**src/common/sfu_settings.svh**
```systemverilog
/*
 * SFU build settings
 * Lane, warp, data and tag widths shared by the package and the RTL
 */

`ifndef SFU_SETTINGS_SVH
`define SFU_SETTINGS_SVH

// Threads per warp, one SIMD lane each
`define SFU_NUM_LANES 4

// Warps in the core
`define SFU_NUM_WARPS 4

// Register and CSR width
`define SFU_XLEN 32

// Instruction tag width
`define SFU_UUID_BITS 8

`endif

```
**src/common/sfu_pkg.sv**
```systemverilog
/*
 * SFU types
 * Opcodes, CSR addresses, request and response records and the
 * warp control command, plus the leader lane helper
 */

`include "sfu_settings.svh"

package sfu_pkg;

    typedef enum logic [2:0] {
        TMC    = 3'd0,
        WSPAWN = 3'd1,
        CSRRW  = 3'd2,
        CSRRS  = 3'd3,
        CSRRC  = 3'd4
    } sfu_op_e;

    typedef enum logic [11:0] {
        SCRATCH0  = 12'h340,
        SCRATCH1  = 12'h341,
        SCRATCH2  = 12'h342,
        SCRATCH3  = 12'h343,
        THREAD_ID = 12'hCC0,
        WARP_ID   = 12'hCC1
    } csr_addr_e;

    typedef logic [$clog2(`SFU_NUM_LANES)-1:0] lane_idx_t;
    typedef logic [$clog2(`SFU_NUM_WARPS)-1:0] wid_t;
    typedef logic [`SFU_NUM_LANES-1:0][`SFU_XLEN-1:0] lane_data_t;

    typedef struct packed {
        logic [`SFU_UUID_BITS-1:0] uuid;
        wid_t                      wid;
        logic [`SFU_NUM_LANES-1:0] tmask;
        sfu_op_e                   op;
        logic [4:0]                rd;
        logic                      wb;
        csr_addr_e                 csr_addr;
        lane_data_t                rs1_data;
        lane_data_t                rs2_data;
    } sfu_req_t;

    typedef struct packed {
        logic [`SFU_UUID_BITS-1:0] uuid;
        wid_t                      wid;
        logic [`SFU_NUM_LANES-1:0] tmask;
        logic [4:0]                rd;
        logic                      wb;
        lane_data_t                data;
    } sfu_rsp_t;

    typedef struct packed {
        wid_t                      wid;
        logic                      tmc_en;
        logic [`SFU_NUM_LANES-1:0] tmc_mask;
        logic                      wspawn_en;
        logic [`SFU_NUM_WARPS-1:0] wspawn_mask;
        logic [`SFU_XLEN-1:0]      wspawn_pc;
    } warp_ctl_t;

    // The leader lane is the lowest set bit of tmask
    function automatic lane_idx_t leader_lane(input logic [`SFU_NUM_LANES-1:0] tmask);
        lane_idx_t lane;
        lane = '0;
        for (int i = `SFU_NUM_LANES - 1; i >= 0; i--) begin
            if (tmask[i]) begin
                lane = lane_idx_t'(i);
            end
        end
        return lane;
    endfunction

endpackage

```
**src/sfu/sfu_dispatch.sv**
```systemverilog
/*
 * SFU dispatch stage
 * Holds one request, decodes its opcode and offers it to exactly one
 * execution block; only that block's ready can stall the stage
 */

`timescale 1ns/1ps

module sfu_dispatch (
    input  logic              clk,
    input  logic              reset,
    input  logic              req_valid,
    input  sfu_pkg::sfu_req_t req,
    output logic              req_ready,
    output logic              wctl_valid,
    output logic              csr_valid,
    output sfu_pkg::sfu_req_t req_q,
    input  logic              wctl_ready,
    input  logic              csr_ready
);

    logic valid_q;
    logic sel_wctl_q;
    logic ready_en_q;
    logic in_is_wctl;
    logic drain;
    logic fire_in;

    assign in_is_wctl = (req.op == sfu_pkg::TMC) || (req.op == sfu_pkg::WSPAWN);

    // Entry leaves when the block it is steered to takes it
    assign drain = valid_q && (sel_wctl_q ? wctl_ready : csr_ready);

    assign req_ready = ready_en_q && (!valid_q || drain);
    assign fire_in   = req_valid && req_ready;

    always_ff @(posedge clk) begin
        if (reset) begin
            valid_q    <= 1'b0;
            ready_en_q <= 1'b0;
        end else begin
            ready_en_q <= 1'b1;
            if (fire_in) begin
                valid_q <= 1'b1;
            end else if (drain) begin
                valid_q <= 1'b0;
            end
        end
    end

    // Decode once on entry
    always_ff @(posedge clk) begin
        if (fire_in) begin
            req_q      <= req;
            sel_wctl_q <= in_is_wctl;
        end
    end

    assign wctl_valid = valid_q && sel_wctl_q;
    assign csr_valid  = valid_q && !sel_wctl_q;

    // Only the block named by the held opcode sees the entry
    a_one_target: assert property (
        @(posedge clk) disable iff (reset)
        !(wctl_valid && csr_valid)
        && (wctl_valid == (valid_q && (req_q.op inside {sfu_pkg::TMC, sfu_pkg::WSPAWN})))
    );

endmodule

```
**src/sfu/wctl_unit.sv**
```systemverilog
/*
 * Warp control execution
 * Runs TMC and WSPAWN from the leader lane's operands, pulses a
 * scheduler command and returns a commit with no writeback
 */

`timescale 1ns/1ps
`include "sfu_settings.svh"

module wctl_unit (
    input  logic               clk,
    input  logic               reset,
    input  logic               valid,
    input  sfu_pkg::sfu_req_t  req,
    output logic               ready,
    output logic               rsp_valid,
    output sfu_pkg::sfu_rsp_t  rsp,
    input  logic               rsp_ready,
    output logic               warp_ctl_valid,
    output sfu_pkg::warp_ctl_t warp_ctl
);

    logic                 fire;
    logic                 is_tmc;
    logic                 is_wspawn;
    sfu_pkg::lane_idx_t   lead;
    logic [`SFU_XLEN-1:0] rs1_lead;
    logic [`SFU_XLEN-1:0] rs2_lead;

    assign ready = !rsp_valid || rsp_ready;
    assign fire  = valid && ready;

    assign is_tmc    = (req.op == sfu_pkg::TMC);
    assign is_wspawn = (req.op == sfu_pkg::WSPAWN);

    assign lead     = sfu_pkg::leader_lane(req.tmask);
    assign rs1_lead = req.rs1_data[lead];
    assign rs2_lead = req.rs2_data[lead];

    always_ff @(posedge clk) begin
        if (reset) begin
            rsp_valid      <= 1'b0;
            warp_ctl_valid <= 1'b0;
        end else begin
            // Scheduler command lives for one cycle only
            warp_ctl_valid <= fire;
            if (fire) begin
                rsp_valid <= 1'b1;
            end else if (rsp_ready) begin
                rsp_valid <= 1'b0;
            end
        end
    end

    always_ff @(posedge clk) begin
        if (fire) begin
            rsp.uuid  <= req.uuid;
            rsp.wid   <= req.wid;
            rsp.tmask <= req.tmask;
            rsp.rd    <= req.rd;
            rsp.wb    <= 1'b0;
            rsp.data  <= '0;

            warp_ctl.wid         <= req.wid;
            warp_ctl.tmc_en      <= is_tmc;
            warp_ctl.tmc_mask    <= is_tmc ? rs1_lead[`SFU_NUM_LANES-1:0] : '0;
            warp_ctl.wspawn_en   <= is_wspawn;
            warp_ctl.wspawn_mask <= is_wspawn ? rs1_lead[`SFU_NUM_WARPS-1:0] : '0;
            warp_ctl.wspawn_pc   <= is_wspawn ? rs2_lead : '0;
        end
    end

endmodule

```
**src/sfu/csr_unit.sv**
```systemverilog
/*
 * CSR execution
 * Read-modify-write on four scratch CSRs, read-only thread and warp
 * identity CSRs; the old value returns in every lane
 */

`timescale 1ns/1ps
`include "sfu_settings.svh"

module csr_unit (
    input  logic              clk,
    input  logic              reset,
    input  logic              valid,
    input  sfu_pkg::sfu_req_t req,
    output logic              ready,
    output logic              rsp_valid,
    output sfu_pkg::sfu_rsp_t rsp,
    input  logic              rsp_ready
);

    logic [`SFU_XLEN-1:0] scratch_q [4];
    logic                 fire;
    logic                 is_scratch;
    logic [1:0]           scratch_idx;
    logic [`SFU_XLEN-1:0] operand;
    logic [`SFU_XLEN-1:0] scratch_old;
    logic [`SFU_XLEN-1:0] scratch_new;
    sfu_pkg::lane_data_t  old_data;

    assign ready = !rsp_valid || rsp_ready;
    assign fire  = valid && ready;

    assign is_scratch  = req.csr_addr inside {sfu_pkg::SCRATCH0, sfu_pkg::SCRATCH1,
                                              sfu_pkg::SCRATCH2, sfu_pkg::SCRATCH3};
    assign scratch_idx = req.csr_addr[1:0];
    assign scratch_old = scratch_q[scratch_idx];
    assign operand     = req.rs1_data[sfu_pkg::leader_lane(req.tmask)];

    // Old value seen by each lane
    always_comb begin
        for (int i = 0; i < `SFU_NUM_LANES; i++) begin
            case (req.csr_addr)
                sfu_pkg::THREAD_ID: old_data[i] = `SFU_XLEN'(i);
                sfu_pkg::WARP_ID:   old_data[i] = `SFU_XLEN'(req.wid);
                default:            old_data[i] = is_scratch ? scratch_old : '0;
            endcase
        end
    end

    always_comb begin
        case (req.op)
            sfu_pkg::CSRRW: scratch_new = operand;
            sfu_pkg::CSRRS: scratch_new = scratch_old | operand;
            sfu_pkg::CSRRC: scratch_new = scratch_old & ~operand;
            default:        scratch_new = scratch_old;
        endcase
    end

    // Identity and unknown addresses ignore writes
    always_ff @(posedge clk) begin
        if (reset) begin
            for (int i = 0; i < 4; i++) begin
                scratch_q[i] <= '0;
            end
        end else if (fire && is_scratch) begin
            scratch_q[scratch_idx] <= scratch_new;
        end
    end

    always_ff @(posedge clk) begin
        if (reset) begin
            rsp_valid <= 1'b0;
        end else if (fire) begin
            rsp_valid <= 1'b1;
        end else if (rsp_ready) begin
            rsp_valid <= 1'b0;
        end
    end

    always_ff @(posedge clk) begin
        if (fire) begin
            rsp.uuid  <= req.uuid;
            rsp.wid   <= req.wid;
            rsp.tmask <= req.tmask;
            rsp.rd    <= req.rd;
            rsp.wb    <= req.wb;
            rsp.data  <= old_data;
        end
    end

    a_no_wctl_op: assert property (
        @(posedge clk) disable iff (reset)
        fire |-> !(req.op inside {sfu_pkg::TMC, sfu_pkg::WSPAWN})
    );

endmodule

```
**src/sfu/sfu_rsp_arb.sv**
```systemverilog
/*
 * Response arbiter
 * Round-robin choice between two response streams into one
 * registered output stage
 */

`timescale 1ns/1ps

module sfu_rsp_arb (
    input  logic                    clk,
    input  logic                    reset,
    input  logic [1:0]              valid_in,
    output logic [1:0]              ready_in,
    input  sfu_pkg::sfu_rsp_t [1:0] data_in,
    output logic                    valid_out,
    input  logic                    ready_out,
    output sfu_pkg::sfu_rsp_t       data_out
);

    logic last_q;
    logic sel;
    logic any_valid;
    logic out_ready;
    logic take;

    // Input 1 wins unless it was granted last and input 0 waits
    assign sel       = valid_in[1] && (!valid_in[0] || !last_q);
    assign any_valid = |valid_in;
    assign out_ready = !valid_out || ready_out;
    assign take      = any_valid && out_ready;

    assign ready_in[0] = out_ready && !sel;
    assign ready_in[1] = out_ready && sel;

    always_ff @(posedge clk) begin
        if (reset) begin
            valid_out <= 1'b0;
            last_q    <= 1'b0;
        end else if (take) begin
            valid_out <= 1'b1;
            last_q    <= sel;
        end else if (ready_out) begin
            valid_out <= 1'b0;
        end
    end

    always_ff @(posedge clk) begin
        if (take) begin
            data_out <= data_in[sel];
        end
    end

    a_hold_out: assert property (
        @(posedge clk) disable iff (reset)
        valid_out && !ready_out |=> valid_out && $stable(data_out)
    );

endmodule

```
**src/sfu/sfu_unit.sv**
```systemverilog
/*
 * Special function unit top
 * Steers issued instructions to warp control or CSR execution and
 * merges both response streams into one commit stream
 */

`timescale 1ns/1ps

module sfu_unit (
    input  logic                  clk,
    input  logic                  reset,
    input  logic                  req_valid,
    input  sfu_pkg::sfu_req_t     req,
    output logic                  req_ready,
    output logic                  rsp_valid,
    output sfu_pkg::sfu_rsp_t     rsp,
    input  logic                  rsp_ready,
    output logic                  warp_ctl_valid,
    output sfu_pkg::warp_ctl_t    warp_ctl
);

    logic                          wctl_valid;
    logic                          wctl_ready;
    logic                          csr_valid;
    logic                          csr_ready;
    sfu_pkg::sfu_req_t             req_q;

    // Index 0 is warp control, index 1 is CSR
    logic [1:0]                    arb_valid;
    logic [1:0]                    arb_ready;
    sfu_pkg::sfu_rsp_t [1:0]       arb_data;

    sfu_dispatch dispatch_i (
        .clk        (clk),
        .reset      (reset),
        .req_valid  (req_valid),
        .req        (req),
        .req_ready  (req_ready),
        .wctl_valid (wctl_valid),
        .csr_valid  (csr_valid),
        .req_q      (req_q),
        .wctl_ready (wctl_ready),
        .csr_ready  (csr_ready)
    );

    wctl_unit wctl_i (
        .clk            (clk),
        .reset          (reset),
        .valid          (wctl_valid),
        .req            (req_q),
        .ready          (wctl_ready),
        .rsp_valid      (arb_valid[0]),
        .rsp            (arb_data[0]),
        .rsp_ready      (arb_ready[0]),
        .warp_ctl_valid (warp_ctl_valid),
        .warp_ctl       (warp_ctl)
    );

    csr_unit csr_i (
        .clk       (clk),
        .reset     (reset),
        .valid     (csr_valid),
        .req       (req_q),
        .ready     (csr_ready),
        .rsp_valid (arb_valid[1]),
        .rsp       (arb_data[1]),
        .rsp_ready (arb_ready[1])
    );

    sfu_rsp_arb rsp_arb_i (
        .clk       (clk),
        .reset     (reset),
        .valid_in  (arb_valid),
        .ready_in  (arb_ready),
        .data_in   (arb_data),
        .valid_out (rsp_valid),
        .ready_out (rsp_ready),
        .data_out  (rsp)
    );

endmodule

```
**config.mk**
```make
export PLATFORM = sky130hd
export DESIGN_NAME = sfu_unit
export DESIGN_NICKNAME = d
export VERILOG_FILES = /design/src/common/sfu_pkg.sv /design/src/sfu/sfu_dispatch.sv /design/src/sfu/wctl_unit.sv /design/src/sfu/csr_unit.sv /design/src/sfu/sfu_rsp_arb.sv /design/src/sfu/sfu_unit.sv
export VERILOG_INCLUDE_DIRS = /design/src /design/src/common
export SDC_FILE = /design/constraint.sdc
export NUM_CORES = 1
export LEC_CHECK = 0
export CAP_MARGIN = 20
export CORE_MARGIN = 5
export CORE_UTILIZATION = 50
export DETAILED_ROUTE_END_ITERATION = 16
export DONT_BUFFER_PORTS = 1
export GPL_TIMING_DRIVEN = 0
export PLACE_DENSITY_LB_ADDON = 0.3
export SLEW_MARGIN = 30
export SYNTH_ARGS = -nofsm -noshare
export SYNTH_HDL_FRONTEND = slang
export SYNTH_SLANG_ARGS = --single-unit
```
**constraint.sdc**
```tcl
create_clock -name clk -period 52.8 [get_ports clk]
set_clock_uncertainty 0.2 [all_clocks]
set_input_delay 5.28 -clock clk [delete_from_list [all_inputs] [get_ports clk]]
set_output_delay 5.28 -clock clk [all_outputs]
set_load 0.1 [all_outputs]
```
After elaboration in Yosys (flattened, before gate mapping)
Memories as Yosys holds them, arrays and structs flattened. A register that Yosys moved wholly into a read port is not among the register bits.
Cells that the tools add are included.
Word-level totals
  logic and storage cells: 136
  input port bits: 295
  RAM bits: 128
  flip-flop bits (word level): 656
  memories: 1
Memories
  csr_i.scratch_q: words 4, bits a word 32, read ports 1, clocked after memory_dff 1, write ports 4, line csr_unit.sv:21  | logic [`SFU_XLEN-1:0] scratch_q [4];
Operators by class
  $lt $le $gt $ge: 2
  equal/unequal tests: 11
  reduce and logical (&&, ||, !) cells: 34
  mux-type cells: 35
  bitwise logic cells: 3
Operators with widths (count)
  $mux 148: 2
  $pmux 32 s2: 4
  $bmux 32 s2: 2
  $mux 32: 4
  $pmux 32 s3: 1
  $eq 12x10->1 const B: 4
  $and 32x32->32: 1
  $not 32->32: 1
  $or 32x32->32: 1
  $reduce_or 32->1: 1
  $eq 12x12->1 const B: 2
  $mux 1: 16
  $logic_and 1x1->1: 12
  $mux 2: 6
  $reduce_bool 2->1: 4
  $logic_not 1->1: 7
  $eq 3x1->1 const B: 2
  $eq 3x2->1 const B: 2
  $logic_not 3->1: 2
  $logic_or 1x1->1: 6
  $reduce_bool 4->1: 1
  $eq 3x3->1 const B: 1
  $lt 2x3->1 const B: 1
  $lt 1x2->1 const B: 1
  $reduce_or 2->1: 1

Logic depth before layout (Yosys ltp)
Gate-level depths: netlist (run 1).
  depth after elaboration: 12
  mapped depth: 9
  gate-level depth less buffers: 5

Cells and area by module
From an unflattened synthesis (run 1), not the netlist that was laid out.
Second synthesis, totals
  cells, all modules: 1879
  area total of the unflattened synthesis: 29604.6 µm²
Modules (own cells, without submodules)
  csr_unit: cells an instance 901, sequential area each 5485.3 µm², times used 1, area an instance 10353.7 µm²
  sfu_dispatch: cells an instance 304, sequential area each 8808.4 µm², times used 1, area an instance 8873.5 µm²
  sfu_rsp_arb: cells an instance 324, sequential area each 4484.3 µm², times used 1, area an instance 6356.1 µm²
  wctl_unit: cells an instance 350, sequential area each 1871.8 µm², times used 1, area an instance 4021.4 µm²

Worst setup path before layout (run 1)
Ideal clock, no wire load.
  path kind: input -> register
  start: input rsp_ready
  end: register (tool-made name)
  data arrival time: 23.515 ns
  cell stages on the path: 5
  setup time: 0.141 ns
  setup slack: 28.945 ns
  path buffers: 0
  required time: 52.459 ns
  cells stage by stage: nor2b_1 -> o21ai_0 -> nand2b_1 -> a31oi_1 -> mux2_2
RTL lines
  start: declaration: line sfu_unit.sv:17  | input logic rsp_ready,

Final worst setup path (run 1)
  start: input rsp_ready
  end: output req_ready
Between the ends
  longest elaborated chain between the ends: 7
Ends and longest elaborated chain
  $logic_or 1x1->1 *: line sfu_rsp_arb.sv:29  | assign out_ready = !valid_out || ready_out;
  $logic_and 1x1->1, on equally long branches: line sfu_rsp_arb.sv:33, sfu_rsp_arb.sv:32
  $logic_or 1x1->1, on equally long branches: line csr_unit.sv:30, wctl_unit.sv:30
  $mux 1 *: line sfu_dispatch.sv:32  | assign drain = valid_q && (sel_wctl_q ? wctl_ready : csr_ready);
  $logic_and 1x1->1 *: line sfu_dispatch.sv:32
  $logic_or 1x1->1 *: line sfu_dispatch.sv:34  | assign req_ready = ready_en_q && (!valid_q || drain);
  $logic_and 1x1->1 *: line sfu_dispatch.sv:34
  end: declaration: line sfu_unit.sv:14  | output logic req_ready,
Every way passes the cells marked *; elsewhere a longest branch is shown, timed or not.

==> metrics.txt, run 1 <==
WL final=57.5 mm; Flop pwr share=0.537; reg-to-reg endpoint=dispatch_i.req_q[177]$_DFFE_PP_; DRC=0; Max-slew headroom=0.329; Reg2Reg Setup Slack=48.84 ns; # Post-CTS Setup Buffers=0; CP Launch Type=primary input; Clock Sinks=598; Tmin final=12.43 ns; Setup crit end kind=primary output; vias post-DR=12,700; H-Tree Level Count=2; 1st-iter DRT viols=1,051; Top FF cell, synth=edfxtp_1; Internal=0.803 mW; sequential area share after synthesis=0.739; Sw Share=0.223; Syn Area/Cell=16.4 um2; WP data required=47.32 ns; Yosys reg bits=598; Max clock buf depth=3; layout cell share with drive strength beyond 1=0.221; CTS buffer count=59; total grt overflow=0; commonest non-fill, non-tap cell in the layout=edfxtp_1; Worst Path Buf+Inv=0; cell row count=80; unrepaired setup endpoints after global routing=no; Slew Limit Fails=0; Fill cells=3,533; Sum Neg Setup Slack=0 ns; leak pwr=9.29 nW; vias in the first global route=13,300; clk_lat worst skew=0.63 ns; Syn Inst Count=1,477; Syn Nets=1,772; EDFF count, synth=589; largest net degree at the start of global routing=48; IO buf count=0; Tot GR Track Use=0.215; Hold Fails Final Rpt=0; Net Switching=0.230 mW; global-route wire length before repair=84.8 mm; CTS root buffer=clkbuf_16; HPWL Detailed=43.1 mm; Max-Cap Viols=0; clock network fraction of design power=0.407; DP Worst Slack=40.41 ns; asr flop ratio synth=0; RePlAce Congestion=0.869; Peak VDD IR=41.8 uV; Yosys cell types=45; die area=0.0529 mm2; Comb power frac=0.056; CP delay by family, top=simple AND/OR/NAND/NOR gates; CTS tree=yes; Reg2Reg Depth=11; final antenna-violating net count=0; Hold Buf Count CTS=0; 1st-pass router iterations=5; Crit Path Max Fanout=4; Max Freq=80.5 MHz; Hold Path End=csr_i.rsp[145]$_DFFE_PN_; most frequent cells in the layout=589 x edfxtp_1, 146 x nor2_1, 104 x and2_1; status=complete, no violations; min-delay src=dispatch_i.req_q[288]$_DFFE_PP_; RR Startpoint=rsp_arb_i.valid_out$_SDFFE_PP0P_; # setup viols final=0; Syn-to-layout area delta=14.4%; post-cts resize count=0; mapped cell area=0.0242 mm2; CP arrival=6.95 ns; Core Region=0.0477 mm2; Warnings, synthesis=0; clk slew on worst S/H paths=0.06 ns; Slowest-stage cell, CP=and2_1; initial antenna violation count=37; Setup CP Type=primary input to primary output; IO Count=490; # nets final=1,871; Worst Tran Pin Value=1.01 ns; initial core utilization=0.506; Die H=230 um; Die W=230 um; worst path cell trace=nor2b_1 -> o21ai_0 -> nand2b_1 -> nand3_1 -> and2_1; Setup WS post-layout=40.37 ns; Final Cycle Share=0.235; CP peak stage delay=0.80 ns; Via density=5.65; routed len/inst=25.5 um; hold path depth=0; pwr/cell area=37.3 mW/mm2; min-delay worst type=flip-flop to flip-flop
[worst max path at each step]
stage,start,depth (start not counted),endpoint,slack (ns)
after global placement,rsp_ready,5,flip-flop,22.84
after global routing,rsp_ready,5,req_ready,40.21
final,rsp_ready,5,req_ready,40.37
after CTS,rsp_ready,5,req_ready,40.39
after detailed placement,rsp_ready,5,req_ready,40.41
after floorplan,rsp_ready,5,flip-flop,28.94
[power by group through the flow]
| stage | logic [mW] | registers [mW] | clock network (mW) |
|---|---|---|---|
| after global routing | 0.0624 | 0.556 | 0.452 |
| after CTS | 0.0578 | 0.555 | 0.428 |
| after detailed placement | 0.0575 | 0.565 | 0 |
| after floorplan | 0.0397 | 0.569 | 0 |
| after global placement | 0.0518 | 0.574 | 0 |
| final | 0.0581 | 0.554 | 0.420 |
[cell families (layout without fill, tap and decap cells)]
logic type | after synthesis | in the layout | share of synthesized area
AND/OR/NAND/NOR | 454 | 454 | 0.102
flip-flops | 598 | 598 | 0.739
buffers and inverters | 189 | 337 | 0.0453
multiplexers | 85 | 85 | 0.0694
AO/OA/AOI/OAI | 151 | 151 | 0.0439
other | 0 | 18 | 0
[synthesized netlist by cell type, types with 5 or more instances]
library cell / number / share of area
buf_4: 96 / 0.030
o21ai_0: 30 / 0.0062
a21oi_1: 5 / 0.0010
o31a_1: 28 / 0.010
or2_2: 28 / 0.0072
and2_1: 104 / 0.027
a31oi_1: 29 / 0.0075
inv_1: 14 / 0.0022
nand2b_1: 6 / 0.0016
nor2_1: 147 / 0.023
nor2b_1: 35 / 0.0091
nand4_1: 29 / 0.0075
clkbuf_1: 69 / 0.011
a21o_1: 5 / 0.0016
mux4_2: 64 / 0.060
nor3b_1: 56 / 0.017
o21bai_1: 29 / 0.0090
edfxtp_1: 589 / 0.73
dfxtp_1: 9 / 0.0075
mux2_2: 21 / 0.0098
nand2_1: 33 / 0.0051
[through the flow]
step           utilization  hold WS [ns]  instances  total power, mW  cell area (um2)
4_1_cts              0.577         0.249       2236             1.04            27600
5_1_grt              0.579         0.262       2252             1.07            27700
3_5_place_dp         0.536         0.237       2126            0.622            25600
3_3_place_gp         0.523         0.225       2092            0.626            24900
6_report             0.580         0.244       2258             1.03            27700
2_1_floorplan            -         0.200       1477            0.609            24200
[sequential cells by signal, indices dropped and copies added, names as in the netlist, 19 cells and up, named ones only]
signal and cells:
csr_i.rsp 54, csr_i.scratch_q 128, dispatch_i.req_q 291, rsp_arb_i.data_out 54, wctl_i.rsp 19, wctl_i.warp_ctl 42
[routing by layer]
metal  share of wire  track usage  vias up
li1                -            -     5734
met2            0.51        0.363      620
met4           0.032       0.0801       32
met3           0.098       0.0762      129
met1            0.36        0.255     6233
met5          0.0034            0        -
[cell type report]
type	count	area, um2	share of cell area
Antenna cell	18	45.0	0.00163
Buffer	175	1050	0.0379
Timing Repair Buffer	38	641	0.0232
Multi-Input combinational cell	690	5280	0.191
Inverter	14	57.6	0.00208
Clock buffer	71	1580	0.0572
Tap cell	615	769	0.0278
Clock inverter	39	384	0.0139
Sequential cell	598	17900	0.646
Note: power is estimated with default switching activity, not from simulation.
==> run 2: changes to the inputs <==
==> constraint.sdc (replaced) <==
create_clock -name clk -period 12.37 [get_ports clk]
set_clock_uncertainty 0.2 [all_clocks]
set_input_delay 1.237 -clock clk [delete_from_list [all_inputs] [get_ports clk]]
set_output_delay 1.237 -clock clk [all_outputs]
set_load 0.1 [all_outputs]
==> metrics.txt, run 2 (synthesis gave the netlist of run 1 again) <==
Hold Buf Count CTS=0; Worst Tran Pin Value=1.03 ns; Max Freq=216 MHz; Net Switching=0.959 mW; RePlAce Congestion=0.901; HPWL Detailed=43.4 mm; largest reg by FF count=dispatch_i.req_q; commonest non-fill, non-tap cell in the layout=edfxtp_1; Flop pwr share=0.547; Inst Count DP=2,124; Syn-to-layout area delta=13.9%; design area=0.0275 mm2; final antenna-violating net count=0; 1st-iter DRT viols=1,073; H-Tree Level Count=2; largest net degree at the start of global routing=49; 1st-pass router iterations=5; Tmin final=4.63 ns; DRC=0; routed len/inst=25.8 um; Fill cells=3,572; IO buf count=0; clk_lat worst skew=0.63 ns; Sw Share=0.221; Setup crit end kind=primary output; CP Launch Type=flip-flop; total grt overflow=0; vias in the first global route=13,100; biggest registers after layout=dispatch_i.req_q x291, csr_i.scratch_q x128; post-cts resize count=0; layout cell share with drive strength beyond 1=0.212; unrepaired setup endpoints after global routing=no; Max-Cap Viols=0; Internal=3.37 mW; Via density=5.70; clk slew on worst S/H paths=0.06 ns; Reg2Reg Setup Slack=8.49 ns; Tot GR Track Use=0.216; CTS tree=yes; Hold Fails Final Rpt=0; CP arrival=3.19 ns; WP data required=10.93 ns; # setup viols final=0; Die H=230 um; Peak VDD IR=150 uV; vias post-DR=12,900; min-delay worst type=flip-flop to flip-flop; Max-slew headroom=0.312; die area=0.0529 mm2; Slew Limit Fails=0; Max clock buf depth=3; most frequent cells in the layout=589 x edfxtp_1, 146 x nor2_1, 104 x and2_1; Reg2Reg Depth=8; leak pwr=9.22 nW; cell row count=80; Crit Path Max Fanout=4; DP Worst Slack=8.11 ns; Setup CP Type=flip-flop to primary output; pwr/cell area=157 mW/mm2; final core occ=0.577; # Post-CTS Setup Buffers=0; max reg flops=291; # nets final=1,872; CTS buffer count=59; IO Count=490; WL final=58.1 mm; clock network fraction of design power=0.396; Die W=230 um; hold path depth=0; Comb power frac=0.057; Layout Cells excl Fill=2,255; Clock Sinks=598; Final Power=4.33 mW; initial antenna violation count=31; Setup WS post-layout=7.74 ns; initial core utilization=0.506; DP Area=0.0255 mm2; Final Cycle Share=0.374; global-route wire length before repair=85.2 mm; status=complete, no violations; Core Region=0.0477 mm2; CTS root buffer=clkbuf_16
==> run 2: final timing paths <==
kind	from	to
max	rsp_arb_i.valid_out$_SDFFE_PP0P_	req_ready
min reg2reg	dispatch_i.req_q[268]$_DFFE_PP_	csr_i.rsp[128]$_DFFE_PN_
min	dispatch_i.req_q[268]$_DFFE_PP_	csr_i.rsp[128]$_DFFE_PN_
max reg2reg	dispatch_i.req_q[279]$_DFFE_PP_	csr_i.scratch_q[0][22]$_SDFFCE_PN0P_
==> run 2: per-stage QoR <==
| step | hold WS (ns) | setup TNS [ns] |
|---|---|---|
| 2_1_floorplan | 0.200 | 0 |
| 3_3_place_gp | 0.208 | -685.64 |
| 3_5_place_dp | 0.210 | 0 |
| 4_1_cts | 0.225 | 0 |
| 5_1_grt | 0.243 | 0 |
| 6_report | 0.222 | 0 |
==> run 2: power groups by stage <==
| stage | Sequential, mW | Combinational (mW) | Clock [mW] |
|---|---|---|---|
| 6_report | 2.37 | 0.247 | 1.72 |
| 3_3_place_gp | 2.44 | 0.221 | 0 |
| 4_1_cts | 2.37 | 0.246 | 1.75 |
| 3_5_place_dp | 2.41 | 0.245 | 0 |
| 5_1_grt | 2.37 | 0.265 | 1.85 |
| 2_1_floorplan | 2.42 | 0.169 | 0 |
==> run 2: worst max-delay path, cell delays in order, from the launching register on <==
cell      delay (ns)
dfxtp_1         0.66
nor2b_1         0.35
o21ai_0         0.43
nand2b_1        0.19
nand3_1         0.13
and2_1          0.81
==> run 2: area by class of cell <==
cell class              instances  area (um2)  share of cell area
diodes                         21        52.6             0.00191
plain buffers                 175        1050              0.0381
clock buffers                  71        1540              0.0560
clock inverters                32         300              0.0109
inverters                      14        57.6             0.00209
multi-input cells             690        5280               0.192
flip-flops and latches        598       17900               0.649
well taps                     615         769              0.0279
repair buffers                 39         631              0.0229
==> run 2: per-layer routing <==
metal	routed length, um	global-route usage
met1	21300	0.266
met2	29500	0.365
met3	5610	0.0749
met4	1610	0.0676
met5	172	0
